<file path="src/logic/robot_settings.svh">
`ifndef ROBOT_SETTINGS_SVH
`define ROBOT_SETTINGS_SVH

// Equal synchronized samples needed before a sensor word is accepted
`define STABLE_CYCLES 4

// Count-down before the first move, split into four quarters
`define COUNT_CYCLES 64

// Pause length of the STOP state
`define STOP_CYCLES 32

// LED blink half-period while counting down or backing up
`define FLASH_CYCLES 8

// Turn memory entries
`define STACK_DEPTH 16

// Wheel PWM period and inner-wheel duty during a correction
`define PWM_PERIOD 16
`define PWM_SLOW 8

`endif

</file>
<file path="src/logic/robotPkg.sv">
package robotPkg;

    // Navigation states with their fixed encodings
    typedef enum logic [4:0] {
        IDLE         = 5'd0,
        START        = 5'd1,
        COUNT        = 5'd2,
        STRAIGHT     = 5'd3,
        CHOOSE       = 5'd4,
        LEFT         = 5'd5,
        RIGHT        = 5'd6,
        BACK         = 5'd7,
        LITTLE_LEFT  = 5'd8,
        LITTLE_RIGHT = 5'd9,
        STOP         = 5'd30,
        ERROR        = 5'd31
    } navState;

    // Sensor pattern read as a road shape with the left sensor in the MSB
    typedef enum logic [2:0] {
        ERROR_ROAD        = 3'b000,
        RIGHT_LITTLE_ROAD = 3'b001,
        STRAIGHT_ROAD     = 3'b010,
        RIGHT_ROAD        = 3'b011,
        LEFT_LITTLE_ROAD  = 3'b100,
        TURN_ROAD101      = 3'b101,
        LEFT_ROAD         = 3'b110,
        TURN_ROAD111      = 3'b111
    } roadCode;

    typedef struct packed {
        logic left;
        logic mid;
        logic right;
    } trackBits;

    // Same three bits written per sensor and read as a road code
    typedef union packed {
        trackBits bits;
        roadCode  code;
    } trackWord;

    typedef enum logic [1:0] {
        EMPTY          = 2'd0,
        TRIED_STRAIGHT = 2'd1,
        TRIED_LEFT     = 2'd2,
        TRIED_RIGHT    = 2'd3
    } turnEntry;

endpackage

</file>
<file path="src/logic/driveControl.sv">
`timescale 1ns/100ps
`include "robot_settings.svh"

module driveControl (
    input  logic               clk,
    input  logic               rst,
    input  robotPkg::navState  state,
    input  robotPkg::trackWord track,
    input  logic               flash,
    input  logic [1:0]         countQuarter,
    output logic               in1,
    output logic               in2,
    output logic               in3,
    output logic               in4,
    output logic               leftPwm,
    output logic               rightPwm,
    output logic [15:0]        led
);
    localparam int PW = $clog2(`PWM_PERIOD);

    logic [PW-1:0] pwmCnt;
    logic [3:0]    dir;
    logic          leftSlow;
    logic          rightSlow;
    logic          slowPhase;
    logic [4:0]    lamp;
    logic [5:0]    motion;

    // {in1, in2, in3, in4}, left wheel on in1/in2 and right wheel on in3/in4
    always_comb begin
        case (state)
            robotPkg::STRAIGHT, robotPkg::LITTLE_LEFT, robotPkg::LITTLE_RIGHT: dir = 4'b1010;
            robotPkg::LEFT:  dir = 4'b0110;
            robotPkg::RIGHT: dir = 4'b1001;
            robotPkg::BACK:  dir = 4'b0101;
            default:         dir = 4'b0000;
        endcase
    end

    // Inner wheel runs at reduced duty while correcting
    assign leftSlow = (state == robotPkg::LITTLE_LEFT);
    assign rightSlow = (state == robotPkg::LITTLE_RIGHT);
    assign slowPhase = (pwmCnt < PW'(`PWM_SLOW));

    // State lamp on the top five LEDs
    always_comb begin
        case (state)
            robotPkg::START:        lamp = 5'b00001;
            robotPkg::COUNT:        lamp = 5'b00010;
            robotPkg::STRAIGHT:     lamp = 5'b01000;
            robotPkg::CHOOSE:       lamp = 5'b00111;
            robotPkg::LEFT:         lamp = 5'b10000;
            robotPkg::RIGHT:        lamp = 5'b00100;
            robotPkg::BACK:         lamp = 5'b01010;
            robotPkg::LITTLE_LEFT:  lamp = 5'b11000;
            robotPkg::LITTLE_RIGHT: lamp = 5'b01100;
            robotPkg::STOP:         lamp = 5'b11100;
            robotPkg::ERROR:        lamp = 5'b11111;
            default:                lamp = 5'b00000;
        endcase
    end

    // Motion field, the count-down bar shrinks one LED per quarter
    always_comb begin
        case (state)
            robotPkg::COUNT:        motion = flash ? 6'b000000 : (6'b111111 >> countQuarter);
            robotPkg::STRAIGHT:     motion = 6'b001100;
            robotPkg::LITTLE_LEFT:  motion = 6'b011000;
            robotPkg::LITTLE_RIGHT: motion = 6'b000110;
            robotPkg::LEFT:         motion = 6'b110000;
            robotPkg::RIGHT:        motion = 6'b000011;
            robotPkg::STOP:         motion = 6'b111111;
            robotPkg::BACK:         motion = flash ? 6'b000000 : 6'b111111;
            default:                motion = 6'b000000;
        endcase
    end

    always_ff @(posedge clk or posedge rst) begin
        if (rst) begin
            pwmCnt               <= '0;
            {in1, in2, in3, in4} <= 4'b0000;
            leftPwm              <= 1'b0;
            rightPwm             <= 1'b0;
            led                  <= '0;
        end else begin
            pwmCnt               <= (pwmCnt == PW'(`PWM_PERIOD - 1)) ? '0 : pwmCnt + 1'b1;
            {in1, in2, in3, in4} <= dir;
            leftPwm              <= (dir[3] | dir[2]) && (!leftSlow || slowPhase);
            rightPwm             <= (dir[1] | dir[0]) && (!rightSlow || slowPhase);
            led                  <= {lamp, 1'b0, motion, 1'b0, track.code};
        end
    end

endmodule

</file>
<file path="src/logic/mazeNavigator.sv">
`timescale 1ns/100ps
`include "robot_settings.svh"

module mazeNavigator (
    input  logic               clk,
    input  logic               rst,
    input  logic               run,
    input  robotPkg::trackWord track,
    input  logic               trackValid,
    input  robotPkg::turnEntry topEntry,
    output robotPkg::navState  state,
    output logic               push,
    output logic               replaceTop,
    output robotPkg::turnEntry newEntry,
    output logic               flash,
    output logic [1:0]         countQuarter
);
    localparam int TIMER_SPAN =
        (`COUNT_CYCLES > `STOP_CYCLES) ? `COUNT_CYCLES : `STOP_CYCLES;
    localparam int TW = $clog2(TIMER_SPAN);
    localparam int QUARTER = `COUNT_CYCLES / 4;
    localparam int FLASH_BIT = $clog2(`FLASH_CYCLES);

    robotPkg::navState nextState;
    robotPkg::navState resumeState;
    robotPkg::navState nextResume;
    logic [TW-1:0]     timer;
    logic              cpStraight;
    logic              cpChoose;
    logic              cpLeft;
    logic              cpRight;
    logic [1:0]        rightPasses;
    logic              doneRight;
    logic              prevFull;
    logic              fullMark;
    logic              onStraightPath;

    assign fullMark = (track.code == robotPkg::TURN_ROAD111);
    assign onStraightPath = (state == robotPkg::STRAIGHT) ||
                            (state == robotPkg::LITTLE_LEFT) ||
                            (state == robotPkg::LITTLE_RIGHT);
    assign doneRight = (rightPasses == 2'd2);

    // Shared timer drives the blink phase and the count-down quarters
    assign flash = timer[FLASH_BIT];
    assign countQuarter = 2'(timer / QUARTER);

    always_comb begin
        nextState  = state;
        nextResume = resumeState;
        push       = 1'b0;
        replaceTop = 1'b0;
        newEntry   = robotPkg::EMPTY;
        case (state)
            robotPkg::IDLE: begin
                nextState = robotPkg::START;
            end
            robotPkg::START: begin
                if (trackValid && track.code == robotPkg::STRAIGHT_ROAD) begin
                    nextState = robotPkg::COUNT;
                end
            end
            robotPkg::COUNT: begin
                if (timer == TW'(`COUNT_CYCLES - 1)) begin
                    nextState = robotPkg::STRAIGHT;
                end
            end
            robotPkg::STRAIGHT, robotPkg::LITTLE_LEFT, robotPkg::LITTLE_RIGHT: begin
                case (track.code)
                    robotPkg::RIGHT_ROAD, robotPkg::RIGHT_LITTLE_ROAD: begin
                        nextState = robotPkg::LITTLE_RIGHT;
                    end
                    robotPkg::LEFT_ROAD, robotPkg::LEFT_LITTLE_ROAD: begin
                        nextState = robotPkg::LITTLE_LEFT;
                    end
                    // Line lost, pause then back up
                    robotPkg::ERROR_ROAD: begin
                        nextState  = robotPkg::STOP;
                        nextResume = robotPkg::BACK;
                    end
                    robotPkg::TURN_ROAD111: begin
                        nextState = cpStraight ? robotPkg::CHOOSE : robotPkg::STRAIGHT;
                    end
                    default: begin
                        nextState = robotPkg::STRAIGHT;
                    end
                endcase
            end
            robotPkg::CHOOSE: begin
                if (track.code == robotPkg::TURN_ROAD101) begin
                    nextState  = robotPkg::STOP;
                    nextResume = robotPkg::LEFT;
                end else if (fullMark && cpChoose) begin
                    // Junction passed straight through, remember it
                    nextState = robotPkg::STRAIGHT;
                    push      = 1'b1;
                    newEntry  = robotPkg::TRIED_STRAIGHT;
                end
            end
            robotPkg::LEFT: begin
                if (fullMark && cpLeft) begin
                    nextState  = robotPkg::STOP;
                    nextResume = robotPkg::STRAIGHT;
                end
            end
            robotPkg::RIGHT: begin
                if (fullMark && cpRight && doneRight) begin
                    nextState  = robotPkg::STOP;
                    nextResume = robotPkg::STRAIGHT;
                end else if (track.code == robotPkg::TURN_ROAD101 && doneRight) begin
                    nextState = robotPkg::ERROR;
                end
            end
            robotPkg::BACK: begin
                // Back at the last junction, try the next untried branch
                if (fullMark) begin
                    case (topEntry)
                        robotPkg::TRIED_STRAIGHT: begin
                            nextState  = robotPkg::STOP;
                            nextResume = robotPkg::LEFT;
                            replaceTop = 1'b1;
                            newEntry   = robotPkg::TRIED_LEFT;
                        end
                        robotPkg::TRIED_LEFT: begin
                            nextState  = robotPkg::STOP;
                            nextResume = robotPkg::RIGHT;
                            replaceTop = 1'b1;
                            newEntry   = robotPkg::TRIED_RIGHT;
                        end
                        default: begin
                            nextState = robotPkg::ERROR;
                        end
                    endcase
                end
            end
            robotPkg::STOP: begin
                if (timer == TW'(`STOP_CYCLES - 1)) begin
                    nextState = resumeState;
                end
            end
            default: begin
                nextState = state;
            end
        endcase

        // Run switch low parks the robot and clears ERROR
        if (!run) begin
            nextState  = robotPkg::IDLE;
            push       = 1'b0;
            replaceTop = 1'b0;
        end
    end

    always_ff @(posedge clk or posedge rst) begin
        if (rst) begin
            state       <= robotPkg::IDLE;
            resumeState <= robotPkg::BACK;
            timer       <= '0;
            prevFull    <= 1'b0;
            cpStraight  <= 1'b0;
            cpChoose    <= 1'b0;
            cpLeft      <= 1'b0;
            cpRight     <= 1'b0;
            rightPasses <= 2'd0;
        end else begin
            state       <= nextState;
            resumeState <= nextResume;
            timer       <= (nextState != state) ? '0 : timer + 1'b1;
            prevFull    <= fullMark;

            // A mark counts only once the sensors left it inside this state
            cpStraight <= onStraightPath && (cpStraight || !fullMark);
            cpChoose   <= (state == robotPkg::CHOOSE) && (cpChoose || !fullMark);
            cpLeft     <= (state == robotPkg::LEFT) && (cpLeft || !fullMark);
            cpRight    <= (state == robotPkg::RIGHT) && (cpRight || !fullMark);

            // Rising passes onto the full mark during a right turn
            if (state != robotPkg::RIGHT) begin
                rightPasses <= 2'd0;
            end else if (cpRight && fullMark && !prevFull && !doneRight) begin
                rightPasses <= rightPasses + 1'b1;
            end
        end
    end

endmodule

</file>
<file path="src/logic/mazeRobot.sv">
`timescale 1ns/100ps

module mazeRobot (
    input  logic        clk,
    input  logic        rst,
    input  logic        run,
    input  logic        leftTrack,
    input  logic        midTrack,
    input  logic        rightTrack,
    output logic        in1,
    output logic        in2,
    output logic        in3,
    output logic        in4,
    output logic        leftPwm,
    output logic        rightPwm,
    output logic [15:0] led
);
    robotPkg::trackWord track;
    logic               trackValid;
    robotPkg::navState  state;
    logic               push;
    logic               replaceTop;
    robotPkg::turnEntry newEntry;
    robotPkg::turnEntry topEntry;
    logic               flash;
    logic [1:0]         countQuarter;

    trackSampler sampler (
        .clk        (clk),
        .rst        (rst),
        .leftTrack  (leftTrack),
        .midTrack   (midTrack),
        .rightTrack (rightTrack),
        .track      (track),
        .trackValid (trackValid)
    );

    mazeNavigator navigator (
        .clk          (clk),
        .rst          (rst),
        .run          (run),
        .track        (track),
        .trackValid   (trackValid),
        .topEntry     (topEntry),
        .state        (state),
        .push         (push),
        .replaceTop   (replaceTop),
        .newEntry     (newEntry),
        .flash        (flash),
        .countQuarter (countQuarter)
    );

    turnStack stack (
        .clk        (clk),
        .rst        (rst),
        .push       (push),
        .replaceTop (replaceTop),
        .newEntry   (newEntry),
        .topEntry   (topEntry)
    );

    driveControl drive (
        .clk          (clk),
        .rst          (rst),
        .state        (state),
        .track        (track),
        .flash        (flash),
        .countQuarter (countQuarter),
        .in1          (in1),
        .in2          (in2),
        .in3          (in3),
        .in4          (in4),
        .leftPwm      (leftPwm),
        .rightPwm     (rightPwm),
        .led          (led)
    );

endmodule

</file>
<file path="src/logic/trackSampler.sv">
`timescale 1ns/100ps
`include "robot_settings.svh"

module trackSampler (
    input  logic               clk,
    input  logic               rst,
    input  logic               leftTrack,
    input  logic               midTrack,
    input  logic               rightTrack,
    output robotPkg::trackWord track,
    output logic               trackValid
);
    localparam int CW = $clog2(`STABLE_CYCLES);

    robotPkg::trackBits sync1;
    robotPkg::trackBits sync2;
    logic [CW-1:0]      stableCnt;

    always_ff @(posedge clk or posedge rst) begin
        if (rst) begin
            sync1      <= '0;
            sync2      <= '0;
            stableCnt  <= '0;
            track      <= '0;
            trackValid <= 1'b0;
        end else begin
            // Two flops against metastability on the raw sensor pins
            sync1 <= '{left: leftTrack, mid: midTrack, right: rightTrack};
            sync2 <= sync1;

            // Any change restarts the stability count
            if (sync1 != sync2) begin
                stableCnt <= '0;
            end else if (stableCnt != CW'(`STABLE_CYCLES - 1)) begin
                stableCnt <= stableCnt + 1'b1;
            end else begin
                track.bits <= sync2;
                trackValid <= 1'b1;
            end
        end
    end

endmodule

</file>
<file path="src/logic/turnStack.sv">
`timescale 1ns/100ps
`include "robot_settings.svh"

module turnStack (
    input  logic               clk,
    input  logic               rst,
    input  logic               push,
    input  logic               replaceTop,
    input  robotPkg::turnEntry newEntry,
    output robotPkg::turnEntry topEntry
);
    localparam int AW = $clog2(`STACK_DEPTH);
    localparam int DW = $clog2(`STACK_DEPTH + 1);

    robotPkg::turnEntry entries [`STACK_DEPTH];
    logic [DW-1:0]      depth;
    logic [AW-1:0]      topIdx;
    logic               full;
    logic               empty;

    assign topIdx = AW'(depth - 1'b1);
    assign full = (depth == DW'(`STACK_DEPTH));
    assign empty = (depth == '0);
    assign topEntry = empty ? robotPkg::EMPTY : entries[topIdx];

    // Number of stored decisions, pushes beyond the last slot are dropped
    always_ff @(posedge clk or posedge rst) begin
        if (rst) begin
            depth <= '0;
        end else if (push && !full) begin
            depth <= depth + 1'b1;
        end
    end

    // Push fills the slot above the top, replace rewrites the top in place
    always_ff @(posedge clk) begin
        if (push && !full) begin
            entries[AW'(depth)] <= newEntry;
        end else if (replaceTop && !empty) begin
            entries[topIdx] <= newEntry;
        end
    end

endmodule

</file>
<file path="config.mk">
export PLATFORM = sky130hd
export DESIGN_NAME = mazeRobot
export DESIGN_NICKNAME = d
export VERILOG_FILES = /design/src/logic/robotPkg.sv /design/src/logic/driveControl.sv /design/src/logic/mazeNavigator.sv /design/src/logic/mazeRobot.sv /design/src/logic/trackSampler.sv /design/src/logic/turnStack.sv
export VERILOG_INCLUDE_DIRS = /design/src /design/src/logic
export SDC_FILE = /design/constraint.sdc
export NUM_CORES = 1
export LEC_CHECK = 0
export BUFFER_PORTS_ARGS = -buffer_cell sky130_fd_sc_hd__buf_2
export CELL_PAD_IN_SITES_DETAIL_PLACEMENT = 0
export CELL_PAD_IN_SITES_GLOBAL_PLACEMENT = 1
export CORE_MARGIN = 8
export CORE_UTILIZATION = 40
export DETAILED_ROUTE_END_ITERATION = 8
export PLACE_DENSITY_LB_ADDON = 0.15
export RECOVER_POWER = 25
export SYNTH_ARGS = -nofsm -noshare
export SYNTH_HDL_FRONTEND = slang
export SYNTH_SLANG_ARGS = --single-unit
</file>
<file path="constraint.sdc">
create_clock -name clk -period 4.55 [get_ports clk]
set_input_delay 0.2275 -clock clk [delete_from_list [all_inputs] [get_ports clk]]
set_output_delay 0.2275 -clock clk [all_outputs]
set_load 0.01 [all_outputs]
</file>
# Yosys cells after proc, flatten, opt, wreduce, memory -nomap -nowiden
# Memories as Yosys holds them, arrays and structs flattened. A register that Yosys moved wholly into a read port is not among the register bits.
# Cells that the tools add are included.
[word_totals]
ram_bits = 32
output_inout_bits = 22
n_memories = 2
regBits = 64
elab_cells = 172
romBits = 160
[classes]
n_reduce_logical = 44
n_eq_ne = 34
addsub = 6
bitwise_logic = 4
shift = 1
magnitude_cmp = 1
n_mux = 53
[mem_list]
columns = ["name", "words", "word_bits", "rd", "rd_ports_with_merged_regs", "write_ports", "line", "text"]
rows = [
  ["(name not given)", 32, 5, 1, 1, 0, "driveControl.sv:47", "case (state)"],
  ["stack.entries", 16, 2, 1, 0, 1, "turnStack.sv:15", "robotPkg::turnEntry entries [`STACK_DEPTH];"],
]
[op_table]
columns = ["operator", "count"]
rows = [
  ["$mux W5", 15],
  ["$pmux W6 S8", 1],
  ["$pmux W5 S9", 1],
  ["$pmux W5 S5", 1],
  ["$eq A5 B3 Y1 const B", 4],
  ["$pmux W5 S4", 1],
  ["$mux W6", 3],
  ["$logic_and A1 B1 Y1", 16],
  ["$mux W1", 16],
  ["$mux W2", 8],
  ["$pmux W4 S4", 1],
  ["$eq A3 B3 Y1 const B", 4],
  ["$eq A5 B2 Y1 const B", 2],
  ["$eq A5 B4 Y1 const B", 2],
  ["$eq A5 B5 Y1 const B", 2],
  ["$logic_not A5 Y1", 2],
  ["$ne A2 B2 Y1 const B", 5],
  ["$pmux W5 S2", 1],
  ["$logic_or A1 B1 Y1", 8],
  ["$mux W4", 2],
  ["$pmux W2 S2", 2],
  ["$reduce_or A2 Y1", 4],
  ["$logic_not A1 Y1", 7],
  ["$reduce_and A7 Y1", 1],
  ["28 further kinds", 34],
]

# Depth between registers and ports, before layout
# Gate-level depths: netlist (run 1).
# An unclocked memory read counts as a cell.
[depth]
depth_word = 15
ltp_mapped = 17
ltp_nobuf = 14

# Modules after synthesis
# From an unflattened synthesis (run 1), not the netlist that was laid out.
[hier_totals]
hier_cells = 476
area_unflattened_um2 = 5338.9
[by_module_without_submodules]
columns = ["mod", "instances", "area_each_um2", "cells_per_inst"]
rows = [
  ["turnStack", 1, 1915.6, 134],
  ["mazeNavigator", 1, 1870.5, 206],
  ["driveControl", 1, 1131.1, 109],
  ["trackSampler", 1, 421.7, 27],
]

# Worst setup path before layout (run 1)
# No wires, ideal clock.
[synth_path]
path_type = "reg2reg"
from = "register stack.depth[0]"
to = "memory stack.entries[5][0] (netlist bit) (enable)"
arrival_time_ns = 4.528
required_time_ns = 4.241
path_stages_with_launch = 18
setup_slack_ns = -0.287
setup_ns = 0.309
cell_sequence = "dfrtp_1 clkbuf_1 buf_2 inv_1 ha_1 buf_1 mux4_2 a211oi_1 a21oi_1 nand2_1 ha_1 nor3_1 and4_1 buf_2 nand2_1 xor2_1 nand2b_1 nor2_1"
[synth_via]
elab_chain_cells = 15
elab_cells_between_ends = 24
[synth_rtl]
columns = ["element", "line", "text"]
rows = [
  ["start: declaration", "turnStack.sv:16", "logic [DW-1:0] depth;"],
  ["start signal: assignment", "turnStack.sv:31", "depth <= depth + 1'b1;"],
  ["$sub A4 B1 Y4 *", "turnStack.sv:21", "assign topIdx = AW'(depth - 1'b1);"],
  ["named net stack.topIdx[0]", "turnStack.sv:17", "logic [AW-1:0] topIdx;"],
  ["$mem_v2 Z16 W2", "n/a", ""],
  ["$mux W2", "turnStack.sv:24", "assign topEntry = empty ? robotPkg::EMPTY : entries[topIdx];"],
  ["$eq A2 B1 Y1 or $eq A2 B2 Y1 (tied branches)", "mazeNavigator.sv:117", "case (topEntry)"],
  ["$reduce_or A2 Y1 (no source line)", "n/a", ""],
  ["$mux W1", "mazeNavigator.sv:117", ""],
  ["$mux W1", "mazeNavigator.sv:116", "if (fullMark) begin"],
  ["$mux W1", "mazeNavigator.sv:54", "case (state)"],
  ["$mux W1", "mazeNavigator.sv:147", "if (!run) begin"],
  ["$logic_and A1 B1 Y1", "turnStack.sv:39", "end else if (replaceTop && !empty) begin"],
  ["$mux W1", "turnStack.sv:39", ""],
  ["$mux W1", "turnStack.sv:37", "if (push && !full) begin"],
  ["$mux W1 (not written as such)", "turnStack.sv:40", "entries[topIdx] <= newEntry;"],
  ["$reduce_or A2 Y1 (no source line)", "n/a", ""],
  ["$mux W4 (no source line) or $mux W1 (tied branches)", "n/a", ""],
  ["end: declaration", "turnStack.sv:15", ""],
]
# The timed path passes the listed nets; every way through them passes the cells marked *.

# Worst setup path in the final report (run 1)
[layout_path]
from = "register stack.depth[1]"
to = "memory stack.entries[6][0] (netlist bit) (enable)"
[layout_via]
elab_chain_cells = 15
elab_cells_between_ends = 24
[layout_rtl]
columns = ["element", "line"]
rows = [
  ["$sub A4 B1 Y4", "turnStack.sv:21"],
  ["$mem_v2 Z16 W2", "n/a"],
  ["$mux W2", "turnStack.sv:24"],
  ["$eq A2 B1 Y1 or $eq A2 B2 Y1 (tied branches)", "mazeNavigator.sv:117"],
  ["$reduce_or A2 Y1 (no source line)", "n/a"],
  ["$mux W1", "mazeNavigator.sv:117"],
  ["$mux W1", "mazeNavigator.sv:116"],
  ["$mux W1", "mazeNavigator.sv:54"],
  ["$mux W1", "mazeNavigator.sv:147"],
  ["$logic_and A1 B1 Y1", "turnStack.sv:39"],
  ["$mux W1", "turnStack.sv:39"],
  ["$mux W1", "turnStack.sv:37"],
  ["$mux W1 (not written as such)", "turnStack.sv:40"],
  ["$reduce_or A2 Y1 (no source line)", "n/a"],
  ["$mux W4 (no source line) or $mux W1 (tied branches)", "n/a"],
]
# Parallel ways exist; a longest one is shown, timed or not.

==> results, run 1 <==
- The number of antenna violations at the first check in global routing was 0.
- The most common library cell in the layout ignoring fill and taps is dfrtp_1.
- The floorplan die height is roughly 130 microns.
- After detailed routing, the average wire length per cell comes to about 19 microns.
- The category of the most critical setup path is flip-flop to flip-flop.
- The number of global-route vias before repair is between 3,000 and 4,000.
- The routed length on met1 is 5150 microns.
- The maximum VDD drop is about 220 uV.
- The number of diodes added for antenna fixing is 0.
- Of the total synthesized cell area, the portion taken by full adders, half adders and majority gates is 3.547%.
- The most used cell along the critical path is ha_1.
- A synthesized cell averages between 10 and 15 sq um.
- The run finished, with violations left.
- Combinational logic is responsible for around 27% of the overall power.
- Once the clock tree was built, the resizer swapped 0 gates to a different size.
- Across all hold checks on the routed design, the worst slack comes to between 0.2 and 0.25 ns.
- CTS placed an instance of clkbuf_16 at the clock tree root.
- The number of core rows is 40.
- The overflow left after global routing is 0.
- The number of hold violations in the final report is 0.
- The number of pins with negative max-slew slack in the final report is 63.
- Counting every sink on the clock net gives 94.
- For this run, the number of Yosys warnings is 0.
- The tightest min-delay check is of the primary input to flip-flop type.
- In this run the count of I/O pins placed on the die edge is 28.
- The mapped netlist covers roughly 0.005 sq mm.
- Counting along the longest clock path gives a buffer depth of 2.
- The tool flagged a number of max-cap violations equal to 1.
- The first global-routing pass estimated 19,440 microns of wire.
- After synthesis, the share of flip-flops with an asynchronous set or reset is around two thirds.
- The aggregate global-route resource usage is between 10% and 20%.
- The clock share of power is approximately 30%.
- After the first detailed-routing iteration, the DRC count stood at 226.
- The total via count after detailed routing is 3,542.
- The count of nets left with antenna violations once routing finished came out at 0.
- The number of port buffers is 25.
- The final-stage net count is ~500.
- Of all nets on the critical path, the largest fanout is 13.
- The initial cell density of the core is between 40% and 50%.
- The maximum level of the CTS H-tree is 3.
- The cell count after synthesis came out at roughly 450.
- The total power density per cell area is about 450 mW/mm^2.
- In the final layout, the share of cells above drive strength 1 is 16.84%.
- The final weighted congestion of routability-driven global placement is 0.8727.
- For this run, the top clock speed supported by timing is around 250 MHz.
- STA puts the critical path data required time at 4.59 ns.
- The complex-gate fraction of the synthesized area is between 10% and 20%.
- The kind of end point of the critical path is a flip-flop.
- The count of final setup violators is 0.
- The signal on the critical path passes through inv_1 > ha_1 > mux4_2 > mux2_2 > o211a_1 > ha_1 > nor3_2 > and4_1 > nand2_1 > xor2_1 > nand2b_1 > nor2_1.
- The final core area utilization is between 40% and 50%.
- In the routed layout, each cell is associated on average with a via count of approximately 5.7.
- The buffers plus inverters on the worst setup path is 1.
- In this run, synthesis inferred 32 flip-flops with an integrated enable.
- The routed length on met3 is 476 microns.
- Summing the sequential cell areas from Yosys gives 50.95% of the chip area.
- The highest layer touched by signal routing is met4.
- The count of non-filler cells in the finished layout is around 620.
- The maximum number of pins on one net before global-route repair is 63.
- The clock-pin slew of the registers on the worst-case setup and hold paths is 0.07 ns.
- The most used flip-flop cell after synthesis is dfrtp_1.
- The clock buffer count from CTS is 9.
- The net load switching power is roughly 800 uW.
- The kind of cell with the highest combined delay along the critical path is simple AND/OR/NAND/NOR gates.
- The share of total power dissipated in sequential elements is 42.4%.
- The relative area change from synthesis to final layout is 10.41%.
- The worst path meets setup with 0.4967 ns of slack.
- Buffers added to address setup during post-CTS repair amount to 0.
- The final clock period utilization by the worst path is about nine tenths.
- The delay of the slowest cell on the worst path is 0.64 ns.
- The detailed-routing iteration count for the pre-antenna-repair pass is 5.
- The number of hold buffers added after CTS was 3.
- The final reports fail on max-capacitance violations, max-slew violations.
- The largest clock skew in the final design is 0.005667 ns.
- The mux contribution to synthesized area is 5.599%.
- The library cells used most frequently in the layout, excluding fill and tap cells, are 59 x dfrtp_1, 45 x nor2_1, 32 x edfxtp_1.
- The switching power as a share of total power is between 30% and 40%.
- On the critical path, the stage with the largest delay is an instance of ha_1.
- The half-perimeter wire length after detailed placement is between 8000 and 9000 microns.
- The final routed DRC violation total is 0.
- STA puts the critical path data arrival time at 4.09 ns.
- The TritonCTS clock tree is done.
- In the final timing run, aggregate negative setup slack is 0 ns.
- The combinational family with the most area after synthesis is simple AND/OR/NAND/NOR gates.
- The clock insertion delay at the later pin of the skew report is ~0.35 ns.
- The number of distinct library cells after synthesis is 76.
- The placement-stage worst setup slack is about 0.51 ns.
- Once placement completed, the tool counted placed cells totaling 603.
- Cell internal power was estimated by the tool at about 1.6 mW.
- The met2 routed wirelength is approximately 5700 microns.
- At the pin with the least slew margin, the transition time is approximately 3.4 ns.
- The final critical-path required period is between 4 and 5 ns.
- The post-synthesis sequential element count is 94.
- The sum of routed wire length over all layers is 11,660 microns.
- In this run the horizontal extent of the chip is around 130 microns.
- The floorplan die area is roughly 0.016 sq mm.
- Headroom to the max-slew limit came out at -125.3%.
- After routing the design area is 0.005453 sq mm.
- The kind of launch point of the worst setup path is a flip-flop.
- Summing internal, switching and leakage power gives roughly 2.5 mW.
- The simple-gate area share of the yosys netlist is about a fifth.
- The leakage power of the design is about 2.2 nW.
- The total area inside the core boundary comes to about 0.012 sq mm.
- The synthesized netlist devotes between 3 and 4% of its cell area to XOR and XNOR gates.
- Setup repair after global routing left no endpoint under its margin.
- In this run the cell area measured after placement is 0.005137 sq mm.
[power groups by stage]
stage | sequential, mW | combinational (mW) | clock, mW
CTS | 1.04 | 0.677 | 0.762
global placement | 1.05 | 0.673 | 0
global route | 1.05 | 0.740 | 0.794
floorplan | 1.02 | 0.521 | 0
finish | 1.04 | 0.670 | 0.741
detailed placement | 1.06 | 0.672 | 0
[sequential cells by signal (all words and copies together) (netlist names), 2 cells and up]
register and count:
stack.depth 5, navigator.resumeState 3, sampler.sync1 3, sampler.sync2 3
drive.led 14, sampler.track 3, stack.entries 32, sampler.stableCnt 2
navigator.state 5, navigator.rightPasses 2, navigator.timer 6, drive.pwmCnt 4
[logic make-up (layout without fill, tap and decap cells)]
kind of cell	after synthesis	in the layout
buf+inv	46	68
fa+ha+maj	14	14
other cells	1	2
compound gates	90	90
simple gates	173	173
mux	17	17
xor+xnor	17	17
flops	94	94
[worst paths after layout]
path	cells after the start	slack [ns]	to	start
setup / recovery	12	0.50	stack.entries[6][0]	stack.depth[1]
hold / removal	2	0.25	navigator.state[1]	run
setup reg to reg	12	0.50	stack.entries[6][0]	stack.depth[1]
hold reg to reg	0	0.40	sampler.sync2[0]	sampler.sync1[0]
max in group asynchronous	3	1.47	drive.led[15]	rst
min in group asynchronous	3	1.18	sampler.stableCnt[1]	rst
[Yosys cell counts (3+ instances only)]
| cell type | count | area, sq um |
|---|---|---|
| edfxtp_1 | 32 | 960.9 |
| nand3_1 | 14 | 70.07 |
| inv_1 | 19 | 71.32 |
| nor3_1 | 15 | 75.07 |
| mux2_2 | 5 | 56.30 |
| nand2b_1 | 6 | 37.54 |
| dfstp_2 | 3 | 78.83 |
| nor2_1 | 45 | 168.9 |
| and3_1 | 6 | 37.54 |
| mux4_2 | 8 | 180.2 |
| or3_1 | 3 | 18.77 |
| nor3b_1 | 3 | 22.52 |
| dfrtp_1 | 59 | 1476 |
| xnor2_1 | 13 | 113.9 |
| xor2_1 | 4 | 35.03 |
| and4_1 | 4 | 35.03 |
| nand2_1 | 30 | 112.6 |
| nand4bb_1 | 3 | 33.78 |
| o21ai_0 | 22 | 110.1 |
| o31a_1 | 3 | 26.28 |
| ha_1 | 14 | 175.2 |
| nor2b_1 | 4 | 25.02 |
| a31oi_1 | 10 | 62.56 |
| buf_2 | 8 | 40.04 |
| a22oi_1 | 4 | 30.03 |
| a21oi_1 | 21 | 105.1 |
| nand4_1 | 14 | 87.58 |
| buf_6 | 3 | 33.78 |
| clkbuf_1 | 8 | 30.03 |
| mux2i_1 | 4 | 40.04 |
| buf_4 | 6 | 45.04 |
| a211oi_1 | 3 | 22.52 |
| o21ai_1 | 3 | 15.01 |
[per-layer routing]
layer | vias up | GRT usage (%)
li1 | 1704 | -
met4 | 0 | 8.258
met1 | 1737 | 18.81
met5 | - | 0
met3 | 19 | 3.120
met2 | 82 | 25.16
[final cells by class]
cell class,count,area [sq um]
multi-input combinational,313,2203
clock inverter,7,63.81
sequential,94,2516
tap,147,183.9
clock buffer,9,225.2
inverter,19,71.32
timing repair buffer,33,188.9
fill,1126,6559
No activity file was read; power rests on OpenSTA's default activity.
==> inputs of run 2 (changes only) <==
clock period = 3.61 ns   (was 4.55 ns; I/O delays follow)
==> results, run 2 (synthesis results as in run 1) <==
- Summing all non-filler instances in the final layout gives an area of between 0.005 and 0.006 sq mm.
- The clock net in this run drives a total of 94 sinks.
- The startpoint identified for the worst hold timing path is run.
- The flow ran to the end, but the final reports show violations.
- The largest clock skew in the final design is 0.004643 ns.
- Counting along the longest clock path gives a buffer depth of 2.
- The first TritonRoute pass finished after 5 iterations.
- The design draws about 3.2 mW.
- Along the worst path, the maximum fanout reaches 16.
- The routed layout has about 3,600 vias.
- The total core area is about 0.012 sq mm.
- The final weighted congestion of routability-driven global placement is about 0.9.
- The number of maximum-capacitance violations is 1.
- Based on the critical path, the design can be clocked at up to 284.7 MHz.
- In this run the critical register-to-register path is launched from stack.depth[0].
- Detailed placement ended at an HPWL of approximately 8500 microns.
- The number of hold violations in the final report is 0.
- After detailed routing, the average wire length per cell comes to 18.61 microns.
- The remaining number of nets flagged by the antenna check after routing is 0.
- The clock tree root driver cell is clkbuf_16.
- In this run, CTS created clock tree buffers numbering 9.
- The clock insertion delay at the later pin of the skew report is 0.35 ns.
- The final worst setup slack is between 0.09 and 0.1 ns.
- The relative area change from synthesis to final layout is 17.66%.
- The initial utilization of the core area, before any placement, comes to between 40% and 50%.
- The top-level port count is 28.
- The die covers ~0.016 sq mm.
- The critical path is of the flip-flop to flip-flop type.
- STA classifies the critical path startpoint as a flip-flop.
- The net count of the finished layout is 510.
- The final critical-path required period is about 3.5 ns.
- The most common library cell in the layout ignoring fill and taps is dfrtp_1.
- In the global route stage, overall resource usage came out at between 10% and 20%.
- The maximum number of pins on one net before global-route repair is between 40 and 50.
- The slew at the pin closest to its max-slew limit is between 1.5 and 2 ns.
- Summed over all cells, the static leakage comes to around 2.4 nW.
- The number of antenna diodes in the final layout is 0.
- The TritonCTS clock tree is done.
- Before CTS, the worst setup slack after placement is -0.01346 ns.
- The largest registers in the layout are stack.entries (32), drive.led (14), navigator.timer (6).
- The data arrival time of the worst path is between 3 and 4 ns.
- The starting DRC count in detailed routing is about 210.
- The overflow left after global routing is 0.
- The path class of the tightest hold or removal check is primary input to flip-flop.
- The via-per-instance ratio is ~5.7.
- The sum of routed wire length over all layers is 11,950 microns.
- After layout, the worst path uses between 90% and 100% of the clock period.
- The maximum VDD drop is 247.3 uV.
- The number of port buffers is 25.
- The maximum level of the CTS H-tree is 3.
- The final reports fail on max-capacitance violations, max-slew violations.
- Clock-pin slew was measured on the worst setup and hold paths at 0.06 ns.
- The top cell types in the final layout, fill and taps aside, are 59 x dfrtp_1, 35 x nor2_1, 32 x edfxtp_1.
- Setup repair after global routing could not meet its margin everywhere.
- Power spread over the standard cell area amounts to about 560 mW/mm^2.
- For the worst setup path, the data required time is around 3.7 ns.
- Setup violations remaining at the end of the flow were counted as 0.
- The floorplan die width is approximately 130 microns.
- The floorplan die height is around 130 microns.
- The final routed DRC violation total is 0.
- The final core area utilization is around 48%.
- The placement-stage cell area is between 0.005 and 0.006 sq mm.
- The worst pin sits at a relative slew slack of -4.281%.
- The number of antenna violations at the first check in global routing was 0.
- The first global-routing pass estimated ~19,000 microns of wire.
- The number of pins with negative max-slew slack in the final report was between 40 and 50.
- The critical path starts at stack.depth[0].
- stack.entries holds more flip-flops than any other register.
- The flip-flop count of the largest register, all copies and words added is 32.
- Of the cells placed in the final design, the portion with a size suffix greater than 1 is 26.26%.
- After floorplanning, the core was divided into 40 placement rows.
- The worst setup path is captured at a flip-flop.
- The number of global-route vias before repair is about 3,700.
==> run 2: cell types whose count changed in the layout (fill, tap and decap cells not counted), moves of 2 or more <==
| cell | previous run | this run |
|---|---|---|
| a31oi_1 | 10 | 7 |
| a31oi_2 | 0 | 3 |
| nand2_1 | 30 | 28 |
| o22ai_1 | 2 | 0 |
| o22ai_2 | 0 | 2 |
| clkinv_1 | 3 | 1 |
| buf_4 | 4 | 23 |
| nor2_2 | 0 | 6 |
| ha_4 | 0 | 2 |
| nor2_1 | 45 | 35 |
| nor2_4 | 0 | 4 |
| ha_1 | 14 | 12 |
| nand2_2 | 0 | 2 |
==> run 2: what timing repair did <==
action                                  CTS  global route
pin swaps                                 0             5
endpoints found under the setup margin   14            32
setup buffers                             0             6
gates resized for setup                   2            16
hold buffers                              3             0
cloned                                    0             0
hold endpoints to repair                  3             0
==> run 2: area by class of cell <==
type / count / area (sq um)
Clock buffer: 11 / 242.7
Clock inverter: 5 / 81.33
Fill cell: 1116 / 6201
Inverter: 19 / 75.07
Multi-Input combinational cell: 313 / 2359
Sequential cell: 94 / 2516
Tap cell: 147 / 183.9
Timing Repair Buffer: 53 / 352.8
==> run 2: per-layer routing <==
metal / vias to the layer above / share of wire (%) / routed length (microns) / GRT usage [%]
li1: 1745 / - / - / -
met1: 1776 / 42 / 5070 / 17.98
met2: 90 / 50 / 5968 / 25.00
met3: 28 / 4.2 / 498 / 3.369
met4: 0 / 3.4 / 408 / 9.097
met5: - / 0 / 0 / 0
==> run 2: critical path, cell delays in order, from the launching register on <==
cell and delay, ns:
dfrtp_1 0.39, buf_4 0.29, mux4_2 0.55, mux2_2 0.28, o211a_1 0.26, ha_4 0.27
nor3_4 0.22, nand4_1 0.29, nor3_1 0.25, a31oi_1 0.07, buf_4 0.19, nor2_1 0.16
==> run 2: path summary, 6_finish.rpt <==
path / slack (ns) / cells past startpoint / end
max: 0.1 / 11 / stack.entries[14][0]
min: 0.18 / 2 / navigator.state[1]
max reg2reg: 0.1 / 11 / stack.entries[14][0]
min reg2reg: 0.39 / 0 / sampler.sync2[2]
max in group asynchronous: 2.26 / 3 / drive.led[5]
min in group asynchronous: 0.30 / 2 / drive.pwmCnt[0]
==> run 2: stage by stage <==
stage | TNS, ns | cells | hold slack [ns]
after floorplan | -1.206 | 453 | 0.2119
after global placement | 0 | 617 | 0.2887
after detailed placement | -0.07139 | 617 | 0.2907
after CTS | 0 | 636 | 0.02917
after global routing | -1.178 | 642 | 0.1912
final | 0 | 642 | 0.1827
==> run 2: power by group <==
part	internal [mW]	switching (mW)	total, mW
Sequential	1.20	0.108	1.30
Combinational	0.380	0.519	0.899
Clock	0.627	0.408	1.04
Total	2.20	1.03	3.24
